**src/source/mxd_params.svh**
```systemverilog
// Macros for symbol lane count, output flow count and symbol width
`ifndef MXD_PARAMS_SVH
`define MXD_PARAMS_SVH

// Symbol lanes the source can offer in one cycle
// The distributor needs at least two lanes to be a multi-transfer design
`define NUM_SYMBOLS 2

// Output flows that the lanes are distributed over
// Must be at least NUM_SYMBOLS so that every lane can find its own flow
`define NUM_FLOWS 4

// Payload bits carried by one symbol
`define SYMBOL_WIDTH 8

`endif

```
**src/source/mxd_pkg.sv**
```systemverilog
// Package with the symbol, symbol count, flow mask and flow index types
`default_nettype none

`include "mxd_params.svh"

package mxd_pkg;

  // One symbol of payload on a push lane or a pop flow
  typedef logic [`SYMBOL_WIDTH-1:0] symbol_t;

  // Symbol count from 0 up to NUM_SYMBOLS inclusive
  // Used for sendable, receivable, grant_allowed and grant_count
  typedef logic [$clog2(`NUM_SYMBOLS + 1)-1:0] count_t;

  // One bit per output flow, bit i belongs to flow i
  typedef logic [`NUM_FLOWS-1:0] flow_mask_t;

  // Index of one output flow, also the round-robin starting point
  typedef logic [$clog2(`NUM_FLOWS)-1:0] flow_idx_t;

endpackage

`default_nettype wire

```
**src/source/multi_xfer_distributor_core.sv**
```systemverilog
// Distributor core that maps push and pop ports onto the arbiter and steers lane data
`default_nettype none

`include "mxd_params.svh"

module multi_xfer_distributor_core #(
  parameter type symbol_type = mxd_pkg::symbol_t
) (
  input  mxd_pkg::count_t     push_sendable,
  output mxd_pkg::count_t     push_receivable,
  input  symbol_type          push_data [`NUM_SYMBOLS],
  output mxd_pkg::flow_mask_t pop_valid,
  input  mxd_pkg::flow_mask_t pop_ready,
  output symbol_type          pop_data [`NUM_FLOWS],
  output mxd_pkg::flow_mask_t request,
  output mxd_pkg::count_t     grant_allowed,
  input  mxd_pkg::flow_mask_t grant,
  input  mxd_pkg::flow_mask_t grant_ordered [`NUM_SYMBOLS],
  input  mxd_pkg::count_t     grant_count
);

  // Payload width, taken from whatever type the core carries
  localparam int symbol_bits = $bits(symbol_type);

  // Per flow, which lane it was granted, one-hot or zero
  logic [`NUM_SYMBOLS-1:0] lane_select [`NUM_FLOWS];

  // A ready flow is a requester and every offered symbol may be granted
  assign request       = pop_ready;
  assign grant_allowed = push_sendable;

  // Grants are only given to ready flows, so a grant is a finished transfer
  assign pop_valid = grant;

  // Granted lanes form a prefix, so their count is what the source loses
  assign push_receivable = grant_count;

  for (genvar i = 0; i < `NUM_FLOWS; i++) begin : gen_pop_data
    // Transpose the lane grants into a per-flow lane select
    for (genvar j = 0; j < `NUM_SYMBOLS; j++) begin : gen_lane_select
      assign lane_select[i][j] = grant_ordered[j][i];
    end

    // One-hot mux of the lanes onto this flow
    // With no lane selected the flow outputs zero
    always_comb begin
      logic [symbol_bits-1:0] merged;
      merged = '0;
      for (int j = 0; j < `NUM_SYMBOLS; j++) begin
        merged = merged | ({symbol_bits{lane_select[i][j]}} & symbol_bits'(push_data[j]));
      end
      pop_data[i] = symbol_type'(merged);
    end
  end

endmodule

`default_nettype wire

```
**config.mk**
```make
export PLATFORM = sky130hd
export DESIGN_NAME = multi_xfer_distributor_core
export DESIGN_NICKNAME = d
export VERILOG_FILES = /design/src/source/mxd_pkg.sv /design/src/source/multi_xfer_distributor_core.sv
export VERILOG_INCLUDE_DIRS = /design/src /design/src/source
export SDC_FILE = /design/constraint.sdc
export NUM_CORES = 1
export LEC_CHECK = 0
export CORE_AREA = 3 3 40 42
export DETAILED_ROUTE_END_ITERATION = 6
export DIE_AREA = 0 0 43 45
export DONT_BUFFER_PORTS = 1
export SYNTH_ARGS = -nofsm -noshare
export SYNTH_HDL_FRONTEND = slang
export SYNTH_SLANG_ARGS = --single-unit
```
**constraint.sdc**
```tcl
create_clock -name vclk -period 0.9
set_input_delay 0.045 -clock vclk [all_inputs]
set_output_delay 0.045 -clock vclk [all_outputs]
set_load 0.02 [all_outputs]
```
==> run summary <==
Mapped cell area -> 435.4 sq um
Status -> finished clean
CP Class -> primary input to primary output
Most frequent cells in the layout -> a22o_1
Syn Nets -> 88
Fin. max-slew vios -> 0
Initial core utilization -> 33.89%
Rel. slew slack -> 84.88%
Hold endpoint -> pop_valid[3]
Post-DRT Antenna Nets -> 0
Final Hold Viols -> 0
Hold path cells -> 0
Global-route wire length before repair -> 2049 um
N_diodes -> 0
Gr usage total -> 13.60%
Power per standard cell area -> 922.2 nW/um^2
Vias per cell -> 8.489
Share of cells above drive strength 1 -> 0%
Max cap viols -> 0
Die H -> 45 um
# IOs -> 80
Final net count -> 70
HP Start -> grant[3]
I/O Buffers -> 0
Post-CTS Resized -> 0
Hold buffers post-CTS -> 0
Seq_cells -> 0
Vias in the first global route -> 379
Worst-path maximum fanout -> 8
Peak supply drop -> 0.2661 mV
Die Span X -> 43 um
Vias -> 399
Final GP Congestion -> 0.5568
Mapped Cells -> 52
Congestion Overflow GR -> 0
Register Area -> 0 sq um
Bufs and invs on worst path -> 0
Setup TNS -> 0 ns
Syn avg cell area -> 8.373 sq um
Arrival @ worst endpoint -> 0.34 ns
Crit. End Element -> primary output
Setup violations, final -> 0
Pleak -> 0.1300 nW
Sequential area share after synthesis -> 0%
Tcrit/Tclk final -> 43.05%
CP Launch Type -> primary input
Die ar. -> 1935 sq um
Area grow syn2layout -> -31.32%
Setup crit start -> grant_ordered[7]
Pwr Total -> 275.8 uW
Warnings from Yosys -> 0
WL/cell -> 32.55 um
CLK BUF -> 0
Crit path required time -> 0.85 ns
CP top delay family -> compound AO/OA/AOI/OAI gates
Drt first pass iters -> 4
HP Class -> primary input to primary output
Crit-path slowest cell -> a22o_1
Initial antenna violation count -> 0
Netlist cell types -> 4
Initial DRC count -> 2
Slew @ Worst Pin -> 0.2275 ns
RSZ-0062 raised after global routing -> false
Core area -> 1285 sq um
Post-Route WL -> 1530 um
CP peak stage delay -> 0.30 ns
Row count -> 13
DRC -> 0
Final Critical Period -> 0.3874 ns
Commonest non-fill, non-tap cell in the layout -> a22o_1
Critical-path cell list -> a22o_1
Fillers -> 145
Pin count of the biggest net entering global routing -> 9
# Post-CTS Setup Buffers -> 0
Fmax -> 2.581 GHz
cells by family after synthesis:
logic type	after synthesis	synth area share [%]
AO/OA/AOI/OAI	32	64.37
buffers and inverters	20	35.63
worst max path at each step:
stage,cells after the start,slack [ns],end
5_1_grt,1,0.51,pop_data[6]
2_1_floorplan,2,0.40,pop_data[23]
4_1_cts,1,0.51,pop_data[6]
3_5_place_dp,1,0.51,pop_data[6]
3_3_place_gp,1,0.51,pop_data[6]
6_report,1,0.51,pop_data[6]
area by class of cell:
class	instances	area [sq um]	area share (%)
Multi-Input combinational cell	32	280.3	93.72
Tap cell	15	18.77	6.276
cells in the mapped netlist:
cell | instances | area, sq um
a22o_1 | 32 | 280.3
buf_2 | 4 | 20.02
buf_4 | 12 | 90.09
buf_6 | 4 | 45.04
stage by stage:
step / worst slack (ns) / instances / hold slack [ns] / util [%] / instance area, sq um
2_1_floorplan: 0.4036 / 52 / 0.2026 / - / 435.4
3_3_place_gp: 0.5117 / 47 / 0.09014 / 23.27 / 299.0
3_5_place_dp: 0.5106 / 47 / 0.09014 / 23.27 / 299.0
4_1_cts: 0.5106 / 47 / 0.09014 / 23.27 / 299.0
5_1_grt: 0.5060 / 47 / 0.09003 / 23.27 / 299.0
6_report: 0.5126 / 47 / 0.09001 / 23.27 / 299.0
where the power goes:
| group | leakage (nW) | switching (mW) | internal (mW) |
|---|---|---|---|
| clock network | 0 | 0 | 0 |
| logic | 0.130 | 0.187 | 0.0889 |
| registers | 0 | 0 | 0 |
routing by layer:
metal | track usage (%) | wire, um
met1 | 18.57 | 599
met2 | 22.46 | 682
met3 | 3.586 | 233
met4 | 1.205 | 14
met5 | 0 | 0
Power figures use the tool's default switching activity.
